[config.mk]
export PLATFORM = sky130hd
export DESIGN_NAME = port_arbiter_flat
export DESIGN_NICKNAME = d
export VERILOG_FILES = /design/src/design/egress_pkg.sv /design/src/design/egress_if.sv /design/src/design/port_arbiter.sv /design/src/flat_wrapper.sv
export SDC_FILE = /design/constraint.sdc
export NUM_CORES = 1
export LEC_CHECK = 0
export BUFFER_PORTS_ARGS = -buffer_cell sky130_fd_sc_hd__buf_2
export CAP_MARGIN = 20
export CORE_MARGIN = 3
export CORE_UTILIZATION = 40
export DETAILED_ROUTE_END_ITERATION = 16
export GPL_TIMING_DRIVEN = 0
export PLACE_DENSITY_LB_ADDON = 0.05
export SLEW_MARGIN = 30
export SYNTH_ARGS = -nofsm -noshare
export SYNTH_HDL_FRONTEND = slang
export SYNTH_SLANG_ARGS = --single-unit
[constraint.sdc]
create_clock -name clk -period 2.7 [get_ports clk]
set_input_delay 0.54 -clock clk [delete_from_list [all_inputs] [get_ports clk]]
set_output_delay 0.54 -clock clk [all_outputs]
set_load 0.05 [all_outputs]
[src/design/egress_pkg.sv]
package egress_pkg;

    //////////////////////////////////////////////////////////////////////
    // word and field types
    //////////////////////////////////////////////////////////////////////

    typedef logic [47:0] word_t;    // queue and output word
    typedef logic [1:0]  prio_t;    // higher value wins
    typedef logic [31:0] crc_t;
    typedef logic [5:0]  wcount_t;  // data words per frame, 1..63

    // header word layout, upper bits zero
    localparam int PRIO_LSB  = 0;
    localparam int CRC_LSB   = 2;
    localparam int COUNT_LSB = 34;

    // reflected crc-32, lsb first over each word
    localparam crc_t CRC_POLY = 32'hEDB8_8320;
    localparam crc_t CRC_INIT = 32'hFFFF_FFFF;  // no final inversion

    //////////////////////////////////////////////////////////////////////
    // scheduler states
    //////////////////////////////////////////////////////////////////////

    typedef enum logic [2:0] {
        ST_SCAN,   // walk ports, load headers
        ST_HDR,    // header word on rd_data
        ST_ARB,    // grant arrives
        ST_SEND,   // stream granted frame
        ST_CHECK   // crc verdict, free slot
    } sched_state_t;

endpackage
[src/design/egress_if.sv]


// arbitration request and grant
interface arb_if import egress_pkg::*; #(
    parameter int NUM_PORTS = 4
) ();
    localparam int PW = $clog2(NUM_PORTS);

    logic                 arb_en;     // one-cycle pulse
    logic [NUM_PORTS-1:0] req;        // ports holding a header
    prio_t                prio [NUM_PORTS];
    logic [PW-1:0]        grant;
    logic                 grant_vld;  // pulse, one cycle after arb_en

    modport sched (output arb_en, req, prio, input grant, grant_vld);
    modport arb   (input arb_en, req, prio, output grant, grant_vld);
endinterface

[src/design/port_arbiter.sv]
module port_arbiter import egress_pkg::*; #(
    parameter int NUM_PORTS = 4
) (
    input  logic clk,
    input  logic rst_n,
    input  logic sched_mode,  // 0 strict priority, 1 round robin
    arb_if.arb   a
);

    localparam int PW = $clog2(NUM_PORTS);

    logic [PW-1:0] last_ptr;   // last granted port
    logic [PW-1:0] prio_pick;
    logic [PW-1:0] rr_pick;
    logic [PW-1:0] rr_idx;
    logic [PW-1:0] pick;
    prio_t         best_prio;
    logic          prio_found;
    logic          rr_found;
    logic          any_req;

    assign any_req = |a.req;

    //////////////////////////////////////////////////////////////////////
    // strict priority, ties to lowest index
    //////////////////////////////////////////////////////////////////////

    always_comb begin
        prio_pick  = '0;
        best_prio  = '0;
        prio_found = 1'b0;
        for (int i = 0; i < NUM_PORTS; i++) begin
            // strict greater keeps the earlier index on a tie
            if (a.req[i] && (!prio_found || a.prio[i] > best_prio)) begin
                prio_pick  = PW'(i);
                best_prio  = a.prio[i];
                prio_found = 1'b1;
            end
        end
    end

    //////////////////////////////////////////////////////////////////////
    // round robin, first requester after last_ptr
    //////////////////////////////////////////////////////////////////////

    always_comb begin
        rr_pick  = last_ptr;
        rr_found = 1'b0;
        rr_idx   = last_ptr;
        for (int k = 1; k <= NUM_PORTS; k++) begin
            rr_idx = last_ptr + PW'(k);  // wraps, power-of-two ports
            if (!rr_found && a.req[rr_idx]) begin
                rr_pick  = rr_idx;
                rr_found = 1'b1;
            end
        end
    end

    assign pick = sched_mode ? rr_pick : prio_pick;

    always_ff @(posedge clk or negedge rst_n) begin
        if (!rst_n) begin
            a.grant     <= '0;
            a.grant_vld <= 1'b0;
            last_ptr    <= PW'(NUM_PORTS - 1);  // port 0 goes first
        end else begin
            a.grant_vld <= a.arb_en && any_req;
            if (a.arb_en && any_req) begin
                a.grant  <= pick;
                last_ptr <= pick;
            end
        end
    end

endmodule

[src/flat_wrapper.sv]
// flat-port wrapper written by rule: the top's interface ports become plain ports
module port_arbiter_flat import egress_pkg::*;
#(
    parameter int NUM_PORTS = 4
)
  (clk, rst_n, sched_mode, a_arb_en, a_req, a_prio, a_grant, a_grant_vld);
  arb_if #(.NUM_PORTS(NUM_PORTS)) a_i ();
  input  logic clk;
  input  logic rst_n;
  input  logic sched_mode;
  input wire logic [$bits(a_i.arb_en)-1:0] a_arb_en;
  input wire logic [$bits(a_i.req)-1:0] a_req;
  input wire logic [$bits(a_i.prio)-1:0] a_prio;
  output wire logic [$bits(a_i.grant)-1:0] a_grant;
  output wire logic [$bits(a_i.grant_vld)-1:0] a_grant_vld;
  assign a_i.arb_en = a_arb_en;
  assign a_i.req = a_req;
  assign a_i.prio = {>>{a_prio}};
  assign a_grant = a_i.grant;
  assign a_grant_vld = a_i.grant_vld;
  port_arbiter #(.NUM_PORTS(NUM_PORTS)) u_core (.clk(clk), .rst_n(rst_n), .sched_mode(sched_mode), .a(a_i));
endmodule
==> flow_metrics.py <==
metrics = {
    "pwr": {
        "power.total_uw": 409,
        "worst_vdd_drop_uv": 185,
        "pleak_nw": 0.433,
        "power_density_nw_per_um2": 457,
    },
    "worst_setup_path": {
        "regToRegSetupSlack_ns": 1.26,
        "cp_max_fo": 3,
        "regToRegStartpoint": "u_core.last_ptr[0]",
        "rr_endpoint": "u_core.a.grant[1]",
        "worstPathRequired_ns": 2.80,
        "critPathKind": "in2reg",
        "crit_path_start": "a_req[0]",
        "worstSetupEndpointType": "flip-flop",
        "r2r_cells": 5,
        "setup.worst_path.end": "u_core.a.grant[0]",
        "critPathArrivalTime_ns": 3.45,
        "critPathLaunchType": "input port",
    },
    "clocking": {
        "cts.root.buffer_cell": "clkbuf_4",
        "tritoncts": "done",
        "clock_tree.buffer_depth": 2,
        "htree_num_levels": 1,
        "worstSkewPairLatency_ns": 0.23,
        "worst_setup_hold_path_clk_slew_ns": 0.04,
        "cts_hold_buf": 0,
        "cts-buffers-inserted": 3,
        "clk_sink_count": 5,
    },
    "place": {
        "detailed_place.area_um2": 786,
        "placed_instances": 104,
        "place.gp.congestion": 0.744,
        "port-buffer-count": 16,
        "dp_hpwl_mm": 1.12,
        "post_place_setup_slack_ns": -0.992,
    },
    "floorplanning": {
        "chip_height_um": 44.5,
        "die_area_um2": 1980,
        "die_w_um": 44.5,
        "placeableCoreArea_um2": 1350,
        "rows": 13,
        "ioPinCount": 19,
        "initial_core_util_pct": 43.8,
    },
    "final_layout": {
        "num-nets-final": 122,
        "post_layout_nonfiller_instances": 114,
        "multiInputGateArea_um2": 517,
        "ff_latch_area_um2": 128,
        "n_antenna_cell": 0,
        "filler_cell_count": 120,
        "drive_above_1_share_pct": 49.5,
        "finalCoreUtilization_pct": 66.3,
        "synthToLayoutAreaGrowth_pct": 51.2,
        "finalInstanceArea_um2": 895,
    },
    "route": {
        "drc": 0,
        "met1_length_um": 594,
        "via_per_inst": 5.52,
        "final_antenna_net_count": 0,
        "dr.first_iter.drc_count": 5,
        "highest-signal-layer": "met4",
        "wl_per_cell_um": 13.5,
        "dr_wl_met3_um": 95,
        "routed-via-count": 629,
        "drt_first_pass_iters": 4,
        "totalWireLength_mm": 1.54,
        "met2_length_um": 795,
    },
    "sta": {
        "setup-violations-final": 4,
        "final_period_minus_worst_setup_slack_ns": 3.36,
        "worstMarginPinSlew_ns": 0.459,
        "post_route_clock_skew_ns": 0.000715,
        "slew_headroom_pct": 69.3,
        "rsz0062_at_grt": "yes",
        "hold_viol": 0,
        "max_freq_mhz": 298,
        "totalNegativeSetupSlack_ns": -2.46,
        "hold_ws_ns": 0.110,
        "timing.final.ws_setup_ns": -0.655,
        "drv_slew": 0,
        "final.period_utilization_pct": 124,
    },
    "status": {
        "status": "finished with violations",
        "violations_in_the_final_reports": "setup timing",
    },
    "yosys": {
        "yosysTopAreaCell": "dfrtp_1",
        "mean_cell_area_of_the_mapped_netlist_um2": 8.11,
        "synthMostInstantiatedCell": "nand2_1",
        "netlist_top_cells_area": "dfrtp_1, ha_1, dfstp_2",
        "synth_nets": 95,
        "ys_seq_elements": 5,
        "post-synth-top-area-fraction_pct": 12.7,
        "synth_cells": 73,
        "synth_cell_type_count": 30,
        "ys_async_sr_fraction_pct": 100,
        "syn_area_um2": 592,
        "synth_ff_type": "dfrtp_1",
        "synth.yosys.warnings": 0,
        "synth-edff-count": 0,
        "post_synth_most_frequent_cells": "nand2_1, inv_1, ha_1",
        "ys_seq_area_share_pct": 21.6,
    },
    "global_route": {
        "first_pass_grt_wire_length_mm": 2.44,
        "grt_max_degree": 11,
        "grt_pass1_vias": 595,
        "globalRoute.totalOverflow": 0,
        "track_usage_pct": 16.3,
        "number_of_antenna_violations_at_the_first_check_in_global_routing": 0,
    },
    "flow_run": {
        "max-cap-violations": 0,
    },
    "min_path": {
        "min_path_type": "in2async",
    },
}
cell families (layout without fill, tap and decap cells):
group | count (synthesis) | after routing | synth area share (%)
compound gates | 27 | 27 | 36.4
fa+ha+maj | 6 | 6 | 12.7
buf+inv | 13 | 39 | 9.94
flops | 5 | 5 | 21.6
mux | 1 | 1 | 1.90
simple gates | 21 | 21 | 17.5
where the power goes:
group / total [mW] / internal, mW / switching, mW
logic: 0.216 / 0.101 / 0.115
clock network: 0.0834 / 0.0557 / 0.0277
registers: 0.109 / 0.0938 / 0.0156
critical path, stage by stage:
cell	delay, ns
buf_12	0.08
nand2_4	0.06
ha_4	0.27
nor2b_4	0.13
o211ai_1	0.09
nor2b_1	0.14
a31oi_1	0.20
ha_1	0.28
nor2b_4	0.13
o21a_1	0.17
o21ai_2	0.17
mux2_4	0.33
ha_4	0.27
nand2_2	0.04
nand2_2	0.08
o21ai_4	0.07
a311oi_2	0.26
o31ai_1	0.11
how the worst min path moves through the flow:
stage                               to  cells past startpoint
detailed placement   u_core.a.grant[0]                      1
floorplan            u_core.a.grant[0]                      0
global placement     u_core.a.grant[0]                      1
CTS                 u_core.a.grant_vld                      1
finish               u_core.a.grant[0]                      1
global route        u_core.a.grant_vld                      1
state kept, by name (all words and copies together) (netlist names):
name	cells
u_core.a.grant_vld	1
u_core.a.grant	2
u_core.last_ptr	2
layout make-up:
type                    instances  share of cell area (%)
plain buffers                   3                    4.06
inverters                      10                    4.20
multi-input cells              55                    57.8
flip-flops and latches          5                    14.3
clock buffers                   4                    2.94
well taps                      15                    2.10
repair buffers                 22                    14.7
per-layer routing:
metal / track usage, % / vias up
met4: 9.04 / 0
met5: 0 / -
li1: - / 318
met3: 1.22 / 6
met1: 20.2 / 280
met2: 27.5 / 25
timing repair:
item,in CTS,in global routing
resized for setup,5,2
setup endpoints to repair,4,4
buffers inserted,4,2
pin swaps,12,2
layout by cell type, fill, tap and decap left out, drive strengths merged:
master  netlist  final
a21boi        2      2
a21o          2      2
a21oi         3      3
a221o         2      2
a311oi        1      1
a31oi         2      2
a32o          1      1
and2          1      1
buf           2     24
clkbuf        1      5
dfrtp         3      3
dfstp         2      2
ha            6      6
inv          10     10
mux2          1      1
nand2        12     12
nand2b        2      2
nor2          2      2
nor2b         3      3
nor4          1      1
o211ai        3      3
o21a          1      1
o21ai         5      5
o22ai         1      1
o31ai         1      1
o32ai         2      2
o41ai         1      1
Note: power is estimated with default switching activity, not from simulation.
