File: config.mk
export PLATFORM = sky130hd
export DESIGN_NAME = crc32_accum
export DESIGN_NICKNAME = d
export VERILOG_FILES = /design/src/design/egress_pkg.sv /design/src/design/crc32_accum.sv
export SDC_FILE = /design/constraint.sdc
export NUM_CORES = 1
export LEC_CHECK = 0
export ABC_CLOCK_PERIOD_IN_PS = 5270
export BUFFER_PORTS_ARGS = -buffer_cell sky130_fd_sc_hd__buf_2
export CORE_MARGIN = 2
export CORE_UTILIZATION = 45
export CTS_CLUSTER_DIAMETER = 50
export CTS_CLUSTER_SIZE = 14
export DETAILED_ROUTE_END_ITERATION = 8
export PLACE_DENSITY_LB_ADDON = 0.08
export SLEW_MARGIN = 20
export SYNTH_ARGS = -nofsm -noshare
export SYNTH_HDL_FRONTEND = slang
export SYNTH_SLANG_ARGS = --single-unit
File: constraint.sdc
create_clock -name clk -period 5.27 [get_ports clk]
set_input_delay 0.2635 -clock clk [delete_from_list [all_inputs] [get_ports clk]]
set_output_delay 0.2635 -clock clk [all_outputs]
set_load 0.05 [all_outputs]
File: src/design/egress_pkg.sv
package egress_pkg;

    //////////////////////////////////////////////////////////////////////
    // word and field types
    //////////////////////////////////////////////////////////////////////

    typedef logic [47:0] word_t;    // queue and output word
    typedef logic [1:0]  prio_t;    // higher value wins
    typedef logic [31:0] crc_t;
    typedef logic [5:0]  wcount_t;  // data words per frame, 1..63

    // header word layout, upper bits zero
    localparam int PRIO_LSB  = 0;
    localparam int CRC_LSB   = 2;
    localparam int COUNT_LSB = 34;

    // reflected crc-32, lsb first over each word
    localparam crc_t CRC_POLY = 32'hEDB8_8320;
    localparam crc_t CRC_INIT = 32'hFFFF_FFFF;  // no final inversion

    //////////////////////////////////////////////////////////////////////
    // scheduler states
    //////////////////////////////////////////////////////////////////////

    typedef enum logic [2:0] {
        ST_SCAN,   // walk ports, load headers
        ST_HDR,    // header word on rd_data
        ST_ARB,    // grant arrives
        ST_SEND,   // stream granted frame
        ST_CHECK   // crc verdict, free slot
    } sched_state_t;

endpackage
File: src/design/crc32_accum.sv
module crc32_accum import egress_pkg::*; (
    input  logic  clk,
    input  logic  rst_n,
    input  logic  clear,   // restart at all ones
    input  logic  enable,  // fold data this cycle
    input  word_t data,
    output crc_t  crc
);

    // one word through the reflected lfsr, bit 0 first
    function automatic crc_t crc_fold(crc_t seed, word_t d);
        crc_t c;
        c = seed;
        for (int i = 0; i < $bits(word_t); i++) begin
            if (c[0] ^ d[i]) begin
                c = (c >> 1) ^ CRC_POLY;
            end else begin
                c = c >> 1;
            end
        end
        return c;
    endfunction

    always_ff @(posedge clk or negedge rst_n) begin
        if (!rst_n) begin
            crc <= CRC_INIT;
        end else if (enable) begin
            // clear with enable folds into a fresh seed
            crc <= crc_fold(clear ? CRC_INIT : crc, data);
        end else if (clear) begin
            crc <= CRC_INIT;
        end
    end

endmodule

==> impl_metrics.yaml, run 1 <==
global_route:
  grt_max_degree: 65
  grt_overflow_total: 0
  grt_pass1_vias: 4787
  antenna_found_initial: 0
  track_usage_pct: 24.6
  top_usage_layer: "met2"
  gr-usage-met2_pct: 43.0
  gr-usage-met1_pct: 33.5
  grt_pass1_wl_mm: 29.5
  grt_util_met3_pct: 2.26
synthesis:
  syn_inst: 588
  synthDistinctLibCells: 23
  syn_avg_cell_area_um2: 11.6
  yosysWarnings: 0
  syn_area_um2: 6840
  syn_nets: 640
  ys_ff_latch: 32
  ys_seq_area_share_pct: 12.3
floorplanning:
  dieHeight_um: 127
  io_pins: 84
  start_util_pct: 45.5
  core_um2: 15000
  die-area_um2: 16200
  rows: 45
  die_w_um: 127
clock_tree:
  numCtsBuffers: 5
  root_buffer: "clkbuf_16"
  clk_pin_slew_ns: 0.05
  worstSkewPairLatency_ns: 0.27
  h-tree-depth: 2
  cts_buffer_depth: 2
  cts_tree: "done"
  cts_sinks: 32
timing:
  hold_viol: 0
  worst_slew_pin_slew_ns: 1.00
  finalCritPeriodShare_pct: 96.1
  drv_slew: 0
  finalSetupViolations: 0
  fin_crit_ns: 5.06
  skew_ns: 0.00619
  rsz0062_at_grt: "true"
  max_freq_ghz: 0.197
  timing.hold.ws_ns: 0.433
  relSlewSlack_pct: 33.3
layout:
  largest_reg_flops: 32
  regArea_um2: 841
  reg_top3: "crc: 32 flops"
  final_cell_mix: "xnor2_1, buf_2, buf_4"
  multi_input_area_um2: 5990
  drive_above_1_share_pct: 35.1
  final_nets: 787
  diodes: 0
  syn_to_final_growth_pct: 21.0
  top_register: "crc"
  layout_commonest_cell: "xnor2_1"
  fillCellCount: 1320
setup_path:
  max_stage_delay_ns: 0.56
  critPathKind: "flip-flop to flip-flop"
  crit_top_cell: "xnor2_1"
  endpoint_kind: "flip-flop"
  startpoint: "crc[12]"
  crit_fanout: 4
  arrival_ns: 5.26
  worst_path_max_delay_cell: "dfstp_2"
  crit_end: "crc[18]"
  required_ns: 5.47
  crit_chain: "nor2_1 > xnor2_1 > xnor3_1 > buf_4 > xnor2_1 > xnor2_1 > buf_4 > xor2_1 > buf_4 > xnor2_1 > xnor3_2 > xnor2_2 > xnor2_4 > xor3_2 > xnor3_1 > a21oi_1"
  cp.depth: 16
  cp_num_buf_inv: 3
  r2r-end: "crc[18]"
  rr_startpoint: "crc[12]"
  start_kind: "flip-flop"
  path_delay_family: "XOR/XNOR gates"
  r2r_slack_ns: 0.21
  r2r_cells: 16
status:
  status: "finished clean"
detailed_routing:
  first_pass_iters: 5
  routedWlPerCell_um: 21.3
  ant_nets: 0
  drc: 0
  drt_iter0_drc: 277
  num_vias: 4648
  wl_mm: 19.6
  via_per_inst: 5.03
min_path:
  hp-class: "primary input to asynchronous set/reset pin"
run:
  max_cap_violations: 0
placement:
  port_buffers: 83
  gp_congestion: 0.935
  dp.final_hpwl_mm: 16.8
## how the worst min path moves through the flow
stage	start	to	slack [ns]	cells after the start
2_1_floorplan	rst_n	crc[0]	0.12	0
3_3_place_gp	crc[14]	crc[14]	0.56	2
3_5_place_dp	crc[14]	crc[14]	0.56	2
4_1_cts	rst_n	crc[19]	0.45	1
5_1_grt	clear	crc[13]	0.49	3
6_report	rst_n	crc[10]	0.43	1
## synthesized netlist by cell type, drive strengths merged
cell type | number | area, µm²
xnor3 | 80 | 1800
nor2 | 42 | 160
dfstp | 32 | 841
a21oi | 26 | 130
a21o | 3 | 22.5
nor3 | 26 | 130
xor3 | 20 | 480
nand2 | 3 | 11.3
buf | 17 | 97.6
xor2 | 73 | 681
o21ai | 3 | 15.0
xnor2 | 255 | 2430
clkbuf | 8 | 30.0
## area by class of cell
class,instances,share of cell area (%)
Sequential cell,32,10.2
Tap cell,188,2.84
Timing Repair Buffer,165,12.8
Clock buffer,8,1.77
Multi-Input combinational cell,531,72.5
## cell families (layout without fill, tap and decap cells)
kind of cell	count (synthesis)	in the layout	synth area share (%)
AO/OA/AOI/OAI	32	32	2.45
flip-flops	32	32	12.3
XOR/XNOR	428	428	79.0
buffers and inverters	25	173	1.87
AND/OR/NAND/NOR	71	71	4.41
## routing by layer
| metal | part of all wire, % | up-vias |
|---|---|---|
| li1 | - | 2201 |
| met1 | 44 | 2312 |
| met2 | 51 | 115 |
| met3 | 3.4 | 20 |
| met4 | 2.0 | 0 |
| met5 | 0 | - |
## through the flow
step           area [µm²]  utilization, %  cells  setup WS [ns]  setup TNS, ns
2_1_floorplan        6840               -    588         0.0370              0
3_3_place_gp         7930            52.7    909        -0.0652         -0.160
3_5_place_dp         7930            52.7    909        -0.0863         -0.187
4_1_cts              8100            53.9    917         0.0196              0
5_1_grt              8270            55.0    924        -0.0403        -0.0403
6_report             8270            55.0    924          0.206              0
## what timing repair did
action,CTS,global route
setup endpoints to repair,4,16
buffers inserted,0,7
resized for setup,4,18
hold buffers,0,0
pin swaps,0,3
Power of run 1 is left out: the tool's default activity adds up to more than one toggle a clock period on the data nets, which glitch-free logic cannot reach.
==> run 2, diff against run 1 <==
--- a/config.mk
+++ b/config.mk
@@ -8,12 +8,11 @@
 export ABC_CLOCK_PERIOD_IN_PS = 5270
 export BUFFER_PORTS_ARGS = -buffer_cell sky130_fd_sc_hd__buf_2
 export CORE_MARGIN = 2
-export CORE_UTILIZATION = 45
+export CORE_UTILIZATION = 55
 export CTS_CLUSTER_DIAMETER = 50
 export CTS_CLUSTER_SIZE = 14
 export DETAILED_ROUTE_END_ITERATION = 8
 export PLACE_DENSITY_LB_ADDON = 0.08
-export SLEW_MARGIN = 20
 export SYNTH_ARGS = -nofsm -noshare
 export SYNTH_HDL_FRONTEND = slang
 export SYNTH_SLANG_ARGS = --single-unit
==> impl_metrics.yaml, run 2 (synthesis gave the netlist of run 1 again) <==
status:
  status: "finished clean"
layout:
  top_register: "crc"
  drive_above_1_share_pct: 33.9
  syn_to_final_growth_pct: 19.6
  largest_reg_flops: 32
  diodes: 0
  final_cell_mix: "xnor2_1, buf_2, xnor3_1"
  reg_top3: "crc: 32 flops"
  layout_commonest_cell: "xnor2_1"
  fillCellCount: 960
  final_cells: 890
  final_nets: 776
setup_path:
  r2r-end: "crc[19]"
  rr_startpoint: "crc[0]"
  startpoint: "crc[0]"
  worst_path_max_delay_cell: "dfstp_2"
  r2r_cells: 13
  crit_fanout: 5
  path_delay_family: "XOR/XNOR gates"
  required_ns: 5.47
  arrival_ns: 5.39
  cp.depth: 13
  cp_num_buf_inv: 0
  crit_chain: "nor2_1 > xnor2_2 > xnor3_1 > xor2_1 > xnor3_1 > xnor2_2 > xnor3_1 > xor3_1 > xnor2_2 > xnor2_1 > xnor3_1 > xnor3_1 > a21o_1"
  max_stage_delay_ns: 0.60
  start_kind: "flip-flop"
  r2r_slack_ns: 0.08
  endpoint_kind: "flip-flop"
  critPathKind: "flip-flop to flip-flop"
  crit_top_cell: "xnor3_1"
detailed_routing:
  via_per_inst: 5.19
  first_pass_iters: 5
  num_vias: 4618
  routedWlPerCell_um: 21.8
  wl_mm: 19.4
  drc: 0
  ant_nets: 0
  drt_iter0_drc: 329
clock_tree:
  numCtsBuffers: 5
  clk_pin_slew_ns: 0.05
  root_buffer: "clkbuf_16"
  worstSkewPairLatency_ns: 0.27
  h-tree-depth: 2
  hold_buffers: 0
  cts_tree: "done"
  cts_sinks: 32
  cts_buffer_depth: 2
timing:
  fin_crit_ns: 5.19
  finalSetupViolations: 0
  rsz0062_at_grt: "true"
  drv_slew: 0
  max_freq_ghz: 0.193
  finalCritPeriodShare_pct: 98.4
  relSlewSlack_pct: 34.4
  hold_viol: 0
  skew_ns: 0.00453
  worst_slew_pin_slew_ns: 0.984
global_route:
  track_usage_pct: 29.9
  antenna_found_initial: 0
  grt_overflow_total: 0
  grt_max_degree: 65
  grt_pass1_wl_mm: 28.7
  grt_pass1_vias: 4785
placement:
  port_buffers: 83
  numPlacedInstances: 873
  dp.final_hpwl_mm: 16.5
  gp_congestion: 0.997
floorplanning:
  start_util_pct: 56.7
  core_um2: 12100
  io_pins: 84
  die-area_um2: 13300
  rows: 40
  die_w_um: 115
  dieHeight_um: 115
run:
  max_cap_violations: 0
min_path:
  hp-class: "primary input to asynchronous set/reset pin"
==> run 2: cell types whose count changed in the layout (fill, tap and decap cells not counted), sizes merged <==
cell	before	now
clkbuf	8	5
buf	165	154
==> run 2: cell type report <==
| type | instances | area, µm² | share of cell area (%) |
|---|---|---|---|
| multi-input combinational | 531 | 6040 | 73.9 |
| timing repair buffer | 154 | 961 | 11.8 |
| sequential | 32 | 841 | 10.3 |
| tap | 168 | 210 | 2.57 |
| clock buffer | 5 | 125 | 1.53 |
==> run 2: per-stage QoR <==
stage	area [µm²]	setup TNS [ns]	hold slack (ns)	util, %	worst slack [ns]
2_1_floorplan	6840	0	0.116	-	0.0370
3_5_place_dp	7780	-2.35	0.580	64.5	-0.278
4_1_cts	8000	0	0.446	66.3	0.00149
6_report	8180	0	0.421	67.8	0.0819
3_3_place_gp	7780	-1.72	0.564	64.5	-0.256
5_1_grt	8180	-0.241	0.505	67.8	-0.0844
==> run 2: metal layers <==
layer | vias to the layer above | global-route usage (%) | part of all wire (%)
li1 | 2189 | - | -
met1 | 2261 | 40.2 | 43
met2 | 135 | 50.5 | 50
met3 | 33 | 4.29 | 4.6
met4 | 0 | 8.76 | 3.1
met5 | - | 0 | 0
==> run 2: repair_timing <==
item,4_1_cts,5_1_grt
endpoints found under the setup margin,14,15
gates cloned,0,0
gates resized for setup,9,15
setup buffers,1,11
pin swaps,1,4
==> run 2: worst max path at each step <==
stage / endpoint / slack [ns]
floorplan: crc[23] / 0.04
global placement: crc[18] / -0.26
detailed placement: crc[18] / -0.28
CTS: crc[18] / 0.001
global route: crc[13] / -0.08
finish: crc[19] / 0.08
Power of run 2 is left out for the same reason.
