File: config.mk
export PLATFORM = sky130hd
export DESIGN_NAME = egress_scheduler_flat
export DESIGN_NICKNAME = d
export VERILOG_FILES = /design/src/design/egress_pkg.sv /design/src/design/egress_if.sv /design/src/design/egress_scheduler.sv /design/src/flat_wrapper.sv
export SDC_FILE = /design/constraint.sdc
export NUM_CORES = 1
export LEC_CHECK = 0
export ABC_AREA = 0
export BUFFER_PORTS_ARGS = -buffer_cell sky130_fd_sc_hd__buf_4
export CORE_MARGIN = 2
export CORE_UTILIZATION = 39
export CTS_BUF_LIST = sky130_fd_sc_hd__clkbuf_2
export DETAILED_ROUTE_END_ITERATION = 12
export HOLD_SLACK_MARGIN = 0.1
export SLEW_MARGIN = 40
export SYNTH_ARGS = -nofsm -noshare
export SYNTH_HDL_FRONTEND = slang
export SYNTH_SLANG_ARGS = --single-unit
File: constraint.sdc
create_clock -name clk -period 2.65 [get_ports clk]
set_input_delay 0.3975 -clock clk [delete_from_list [all_inputs] [get_ports clk]]
set_output_delay 0.3975 -clock clk [all_outputs]
set_load 0.02 [all_outputs]
File: src/design/egress_pkg.sv
package egress_pkg;

    //////////////////////////////////////////////////////////////////////
    // word and field types
    //////////////////////////////////////////////////////////////////////

    typedef logic [47:0] word_t;    // queue and output word
    typedef logic [1:0]  prio_t;    // higher value wins
    typedef logic [31:0] crc_t;
    typedef logic [5:0]  wcount_t;  // data words per frame, 1..63

    // header word layout, upper bits zero
    localparam int PRIO_LSB  = 0;
    localparam int CRC_LSB   = 2;
    localparam int COUNT_LSB = 34;

    // reflected crc-32, lsb first over each word
    localparam crc_t CRC_POLY = 32'hEDB8_8320;
    localparam crc_t CRC_INIT = 32'hFFFF_FFFF;  // no final inversion

    //////////////////////////////////////////////////////////////////////
    // scheduler states
    //////////////////////////////////////////////////////////////////////

    typedef enum logic [2:0] {
        ST_SCAN,   // walk ports, load headers
        ST_HDR,    // header word on rd_data
        ST_ARB,    // grant arrives
        ST_SEND,   // stream granted frame
        ST_CHECK   // crc verdict, free slot
    } sched_state_t;

endpackage
File: src/design/egress_if.sv
// queue read side, scheduler to queue bank
interface queue_rd_if import egress_pkg::*; #(
    parameter int NUM_PORTS = 4
) ();
    localparam int PW = $clog2(NUM_PORTS);

    logic                 rd_en;
    logic [PW-1:0]        rd_sel;
    word_t                rd_data;  // head word, one cycle after rd_en
    logic [NUM_PORTS-1:0] empty;

    modport sched (output rd_en, rd_sel, input rd_data, empty);
    modport queue (input rd_en, rd_sel, output rd_data, empty);
endinterface

// arbitration request and grant
interface arb_if import egress_pkg::*; #(
    parameter int NUM_PORTS = 4
) ();
    localparam int PW = $clog2(NUM_PORTS);

    logic                 arb_en;     // one-cycle pulse
    logic [NUM_PORTS-1:0] req;        // ports holding a header
    prio_t                prio [NUM_PORTS];
    logic [PW-1:0]        grant;
    logic                 grant_vld;  // pulse, one cycle after arb_en

    modport sched (output arb_en, req, prio, input grant, grant_vld);
    modport arb   (input arb_en, req, prio, output grant, grant_vld);
endinterface

File: src/design/egress_scheduler.sv
module egress_scheduler import egress_pkg::*; #(
    parameter int NUM_PORTS = 4
) (
    input  logic                         clk,
    input  logic                         rst_n,
    input  logic                         ready,
    queue_rd_if.sched                    q,
    arb_if.sched                         a,
    output logic                         crc_clear,
    output logic                         crc_enable,
    output word_t                        crc_data,
    input  crc_t                         crc,
    output word_t                        out_data,
    output logic                         out_vld,
    output logic                         out_sop,
    output logic                         out_eop,
    output logic [$clog2(NUM_PORTS)-1:0] out_port,
    output logic                         frame_err
);

    localparam int PW = $clog2(NUM_PORTS);

    sched_state_t state;

    logic [PW-1:0]        scan_idx;
    logic [PW-1:0]        cur_port;    // granted port, held for the frame
    logic [NUM_PORTS-1:0] loaded;      // header slot in use
    logic                 first_word;  // next read is the first of the frame

    // header fields per port
    prio_t   hdr_prio [NUM_PORTS];
    crc_t    hdr_crc  [NUM_PORTS];
    wcount_t cnt      [NUM_PORTS];     // data words still to read

    logic need_load;
    logic scan_rd;
    logic send_rd;

    //////////////////////////////////////////////////////////////////////
    // read and arbitration strobes
    //////////////////////////////////////////////////////////////////////

    assign need_load = !q.empty[scan_idx] && !loaded[scan_idx];
    assign scan_rd   = (state == ST_SCAN) && need_load;

    // reads pause on back-pressure or a gap in the queue
    assign send_rd = (state == ST_SEND) && ready && !q.empty[cur_port]
                     && (cnt[cur_port] != '0);

    assign q.rd_en  = scan_rd || send_rd;
    assign q.rd_sel = (state == ST_SEND) ? cur_port : scan_idx;

    // header loading wins over starting a new frame
    assign a.arb_en = (state == ST_SCAN) && !need_load && ready && (|loaded);
    assign a.req    = loaded;

    always_comb begin
        for (int i = 0; i < NUM_PORTS; i++) begin
            a.prio[i] = hdr_prio[i];
        end
    end

    //////////////////////////////////////////////////////////////////////
    // output path and crc check
    //////////////////////////////////////////////////////////////////////

    assign out_data   = q.rd_data;       // head register of the queue bank
    assign out_port   = cur_port;
    assign crc_clear  = (state == ST_ARB);
    assign crc_enable = out_vld;         // every delivered word
    assign crc_data   = q.rd_data;

    // crc settles the cycle after out_eop
    assign frame_err = (state == ST_CHECK) && (crc != hdr_crc[cur_port]);

    //////////////////////////////////////////////////////////////////////
    // control FSM
    //////////////////////////////////////////////////////////////////////

    always_ff @(posedge clk or negedge rst_n) begin
        if (!rst_n) begin
            state      <= ST_SCAN;
            scan_idx   <= '0;
            cur_port   <= '0;
            loaded     <= '0;
            first_word <= 1'b0;
            out_vld    <= 1'b0;
            out_sop    <= 1'b0;
            out_eop    <= 1'b0;
        end else begin
            out_vld <= send_rd;
            out_sop <= send_rd && first_word;
            out_eop <= send_rd && (cnt[cur_port] == wcount_t'(1));
            if (send_rd) begin
                first_word <= 1'b0;
            end

            case (state)
                ST_SCAN: begin
                    if (scan_rd) begin
                        state <= ST_HDR;       // hold scan_idx for capture
                    end else begin
                        scan_idx <= scan_idx + 1'b1;
                        if (a.arb_en) begin
                            state <= ST_ARB;
                        end
                    end
                end
                ST_HDR: begin
                    loaded[scan_idx] <= 1'b1;
                    scan_idx         <= scan_idx + 1'b1;
                    state            <= ST_SCAN;
                end
                ST_ARB: begin
                    if (a.grant_vld) begin
                        cur_port   <= a.grant;
                        first_word <= 1'b1;
                        state      <= ST_SEND;
                    end else begin
                        state <= ST_SCAN;
                    end
                end
                ST_SEND: begin
                    // last word leaves this cycle, verdict next
                    if (out_eop) begin
                        state <= ST_CHECK;
                    end
                end
                ST_CHECK: begin
                    loaded[cur_port] <= 1'b0;  // next frame header may load
                    state            <= ST_SCAN;
                end
                default: state <= ST_SCAN;
            endcase
        end
    end

    // header capture and word countdown
    always_ff @(posedge clk) begin
        if (state == ST_HDR) begin
            hdr_prio[scan_idx] <= q.rd_data[PRIO_LSB +: $bits(prio_t)];
            hdr_crc[scan_idx]  <= q.rd_data[CRC_LSB +: $bits(crc_t)];
            cnt[scan_idx]      <= q.rd_data[COUNT_LSB +: $bits(wcount_t)];
        end
        if (send_rd) begin
            cnt[cur_port] <= cnt[cur_port] - 1'b1;
        end
    end

endmodule

File: src/flat_wrapper.sv
// flat-port wrapper written by rule: the top's interface ports become plain ports
module egress_scheduler_flat import egress_pkg::*;
#(
    parameter int NUM_PORTS = 4
)
  (clk, rst_n, ready, crc_clear, crc_enable, crc_data, crc, out_data, out_vld, out_sop, out_eop, out_port, frame_err, q_rd_en, q_rd_sel, q_rd_data, q_empty, a_arb_en, a_req, a_prio, a_grant, a_grant_vld);
  queue_rd_if #(.NUM_PORTS(NUM_PORTS)) q_i ();
  arb_if #(.NUM_PORTS(NUM_PORTS)) a_i ();
  input  logic clk;
  input  logic rst_n;
  input  logic ready;
  output logic crc_clear;
  output logic crc_enable;
  output word_t crc_data;
  input  crc_t crc;
  output word_t out_data;
  output logic out_vld;
  output logic out_sop;
  output logic out_eop;
  output logic [$clog2(NUM_PORTS)-1:0] out_port;
  output logic frame_err;
  output wire logic [$bits(q_i.rd_en)-1:0] q_rd_en;
  output wire logic [$bits(q_i.rd_sel)-1:0] q_rd_sel;
  input wire logic [$bits(q_i.rd_data)-1:0] q_rd_data;
  input wire logic [$bits(q_i.empty)-1:0] q_empty;
  output wire logic [$bits(a_i.arb_en)-1:0] a_arb_en;
  output wire logic [$bits(a_i.req)-1:0] a_req;
  output wire logic [$bits(a_i.prio)-1:0] a_prio;
  input wire logic [$bits(a_i.grant)-1:0] a_grant;
  input wire logic [$bits(a_i.grant_vld)-1:0] a_grant_vld;
  assign q_rd_en = q_i.rd_en;
  assign q_rd_sel = q_i.rd_sel;
  assign q_i.rd_data = q_rd_data;
  assign q_i.empty = q_empty;
  assign a_arb_en = a_i.arb_en;
  assign a_req = a_i.req;
  assign a_prio = {>>{a_i.prio}};
  assign a_i.grant = a_grant;
  assign a_i.grant_vld = a_grant_vld;
  egress_scheduler #(.NUM_PORTS(NUM_PORTS)) u_core (.clk(clk), .rst_n(rst_n), .ready(ready), .q(q_i), .a(a_i), .crc_clear(crc_clear), .crc_enable(crc_enable), .crc_data(crc_data), .crc(crc), .out_data(out_data), .out_vld(out_vld), .out_sop(out_sop), .out_eop(out_eop), .out_port(out_port), .frame_err(frame_err));
endmodule
==> out/results.ini <==
[outcome]
status = complete, but fails checks
failed_checks = setup timing

[critical_path]
timing.rr.end = u_core.cnt[0][1]
r2r_start = u_core.out_port[0]
crit_type = reg2out
setup.worst_path.start_class = register
crit_fanout = 6
regToRegSetupSlack_ps = 20
arrival_ps = 3010
cp-end-kind = output port
rr_worst_depth = 10
worstPathRequired_ps = 2250
critPathLaunch = u_core.out_port[0]

[die]
ios = 210
die_w_microns = 145.6
start_util_pct = 39.94
die_height_microns = 145.6
die_area_sq_um = 21210
coreArea_sq_um = 19590
rows = 51

[route]
routed_wl_microns = 16820
top_layer_used = met4
drt-vias-per-instance = 4.726
drt-met1-wl_microns = 7001
antenna_left = 0
dr.pass1.iters = 4
dr_wl_met3_microns = 897
wl_met2_microns = 8769
drc = 0
wl_per_cell_microns = 18.16
vias = 4376
drtIter0Drc = 190

[job]
maxCapViolCount = 0

[layout]
antenna_cells = 0
area_growth_pct = 29.23
layout-drive-gt1-share_pct = 51.44
fin_nets = 744
post-route-util_pct = 51.62
nFillCells = 1624
final_cell_mix = buf_4, edfxtp_1, dlygate4sd3_1
instances_no_fill = 926
layout_commonest_cell = buf_4

[yosys]
syn_inst = 463
synthesis.nets = 559
async_flop_share_pct = 8.571
synth_edf_count = 160
ys_seq_elements = 175
yosysWarnings = 0
synth_top_flop_cell = edfxtp_1
ys_seq_area_share_pct = 66.20
avgSynthCellArea_sq_um = 16.90
ys_types = 35
syn_area_sq_um = 7825

[clocking]
clockBufferDepth = 2
clk_pin_slew_worst_paths_ps = 260
cts_sinks = 175
htreeDepth = 4
ctsRootBufferMaster = clkbuf_2
clk_latency_ps = 760
cts_inserted_buffers = 17
cts_tree = built

[placement]
hpwl_microns = 11120
globalplace.congestion = 0.7473
dp_cells = 829
port_buffers = 185

[pwr]
power_density_nw_per_um2 = 855.5
ir_drop_uv = 415.2
p_leak_nw = 3.762
fin_total_pwr_mw = 8.651

[global_route]
antenna_found_initial = 0
grt_max_degree = 36
overflow = 0
grt_pass1_wl_microns = 25720
grt_pass1_vias = 4694
grt_use_total_pct = 15.99

[min_path]
hold_depth = 6
min-delay-start = ready
hold_path.class = in2reg
min_to = u_core.crc_enable

[sta]
max_freq_ghz = 0.2931
timing.final.ws_setup_ps = -762.3
tns_ps = -1564
worstMarginPinSlew_ps = 739.9
setup_violations = 3
rsz0062_at_grt = yes
finalCriticalPeriod_ps = 3412
hold_viol = 0
fin_skew_ps = 49.57
post-route-period-util_pct = 128.8
finalMaxSlewViolations = 0
relSlewSlack_pct = 50.51

==> area by class of cell <==
cell class / instances / area, sq um / share of cell area, %
Sequential cell: 175 / 5190 / 51.32
Clock buffer: 17 / 85.08 / 0.8414
Timing Repair Buffer: 275 / 2384 / 23.57
Multi-Input combinational cell: 170 / 1959 / 19.38
Clock inverter: 15 / 126.4 / 1.250
Tap cell: 265 / 331.6 / 3.279
Inverter: 9 / 36.28 / 0.3588
==> synthesized netlist by cell type, drive strengths merged (3+ instances only) <==
master  count  area, sq um
nand2b      4        25.02
inv         9        33.78
ha          6        75.07
mux2        3        33.78
nor2       13        48.80
and2        3        18.77
o21ai      13        76.32
edfxtp    160         4805
nand4       8        50.05
nand2      13        48.80
o22a        4        35.03
mux4       40        900.9
nand3       4        20.02
dfrtp      15        375.4
xnor2      35        306.5
buf       104        775.7
and3        4        25.02
nor4        5        31.28
clkbuf      5        18.77
==> what timing repair did <==
item / 4_1_cts / 5_1_grt
setup endpoints to repair: 5 / 49
hold buffers: 45 / 0
buffers inserted: 13 / 6
endpoints found under the hold margin: 180 / 0
cloned: 2 / 0
resized for setup: 31 / 16
pin swaps: 5 / 7
==> critical path, cell delays in order, from the launching register on <==
cell and delay [ps]:
dfrtp_4 610, buf_12 160, buf_16 130, mux4_2 420
xnor2_1 140, nand4_1 210, nor4_2 320, a21oi_2 120
buf_4 180
==> registers in the layout, indices dropped and copies added (netlist names), 2 cells and up <==
name and count:
u_core.state 3, u_core.cnt 24, u_core.scan_idx 2, u_core.a.req 4, u_core.hdr_crc 128, u_core.out_port 2
u_core.hdr_prio 8
==> metal layers <==
| layer | GRT usage (%) | vias to the layer above |
|---|---|---|
| met2 | 28.01 | 161 |
| li1 | - | 2023 |
| met4 | 3.725 | 0 |
| met1 | 20.07 | 2180 |
| met5 | 0 | - |
| met3 | 4.044 | 12 |
==> worst max-delay path by stage <==
stage           endpoint  slack, ps
4_1_cts        frame_err       -850
2_1_floorplan    q_rd_en          2
5_1_grt        frame_err       -930
3_5_place_dp   frame_err        -60
6_report       frame_err       -760
3_3_place_gp   frame_err        -40
==> through the flow <==
stage	cell area (sq um)	worst slack (ps)	hold WS, ps
final	10110	-762.3	262.9
after global placement	9036	-39.62	262.4
after global routing	10110	-934.5	207.1
after CTS	10000	-853.7	192.5
after floorplan	7828	2.228	101.9
after detailed placement	9036	-63.24	269.2
==> where the power goes <==
group | switching (mW) | total, mW | internal, mW
clock network | 0.992 | 1.27 | 0.281
registers | 0.193 | 3.66 | 3.47
logic | 1.72 | 3.72 | 1.99
==> kinds of logic (layout without fill, tap and decap cells) <==
logic type | after synthesis | count (layout) | share of synthesized area, %
compound gates | 24 | 24 | 2.111
flops | 175 | 175 | 66.20
mux | 45 | 45 | 12.20
simple gates | 59 | 59 | 3.917
buf+inv | 118 | 316 | 10.59
xor+xnor | 36 | 36 | 4.029
fa+ha+maj | 6 | 6 | 0.9594
(Power assumes the default switching activity.)
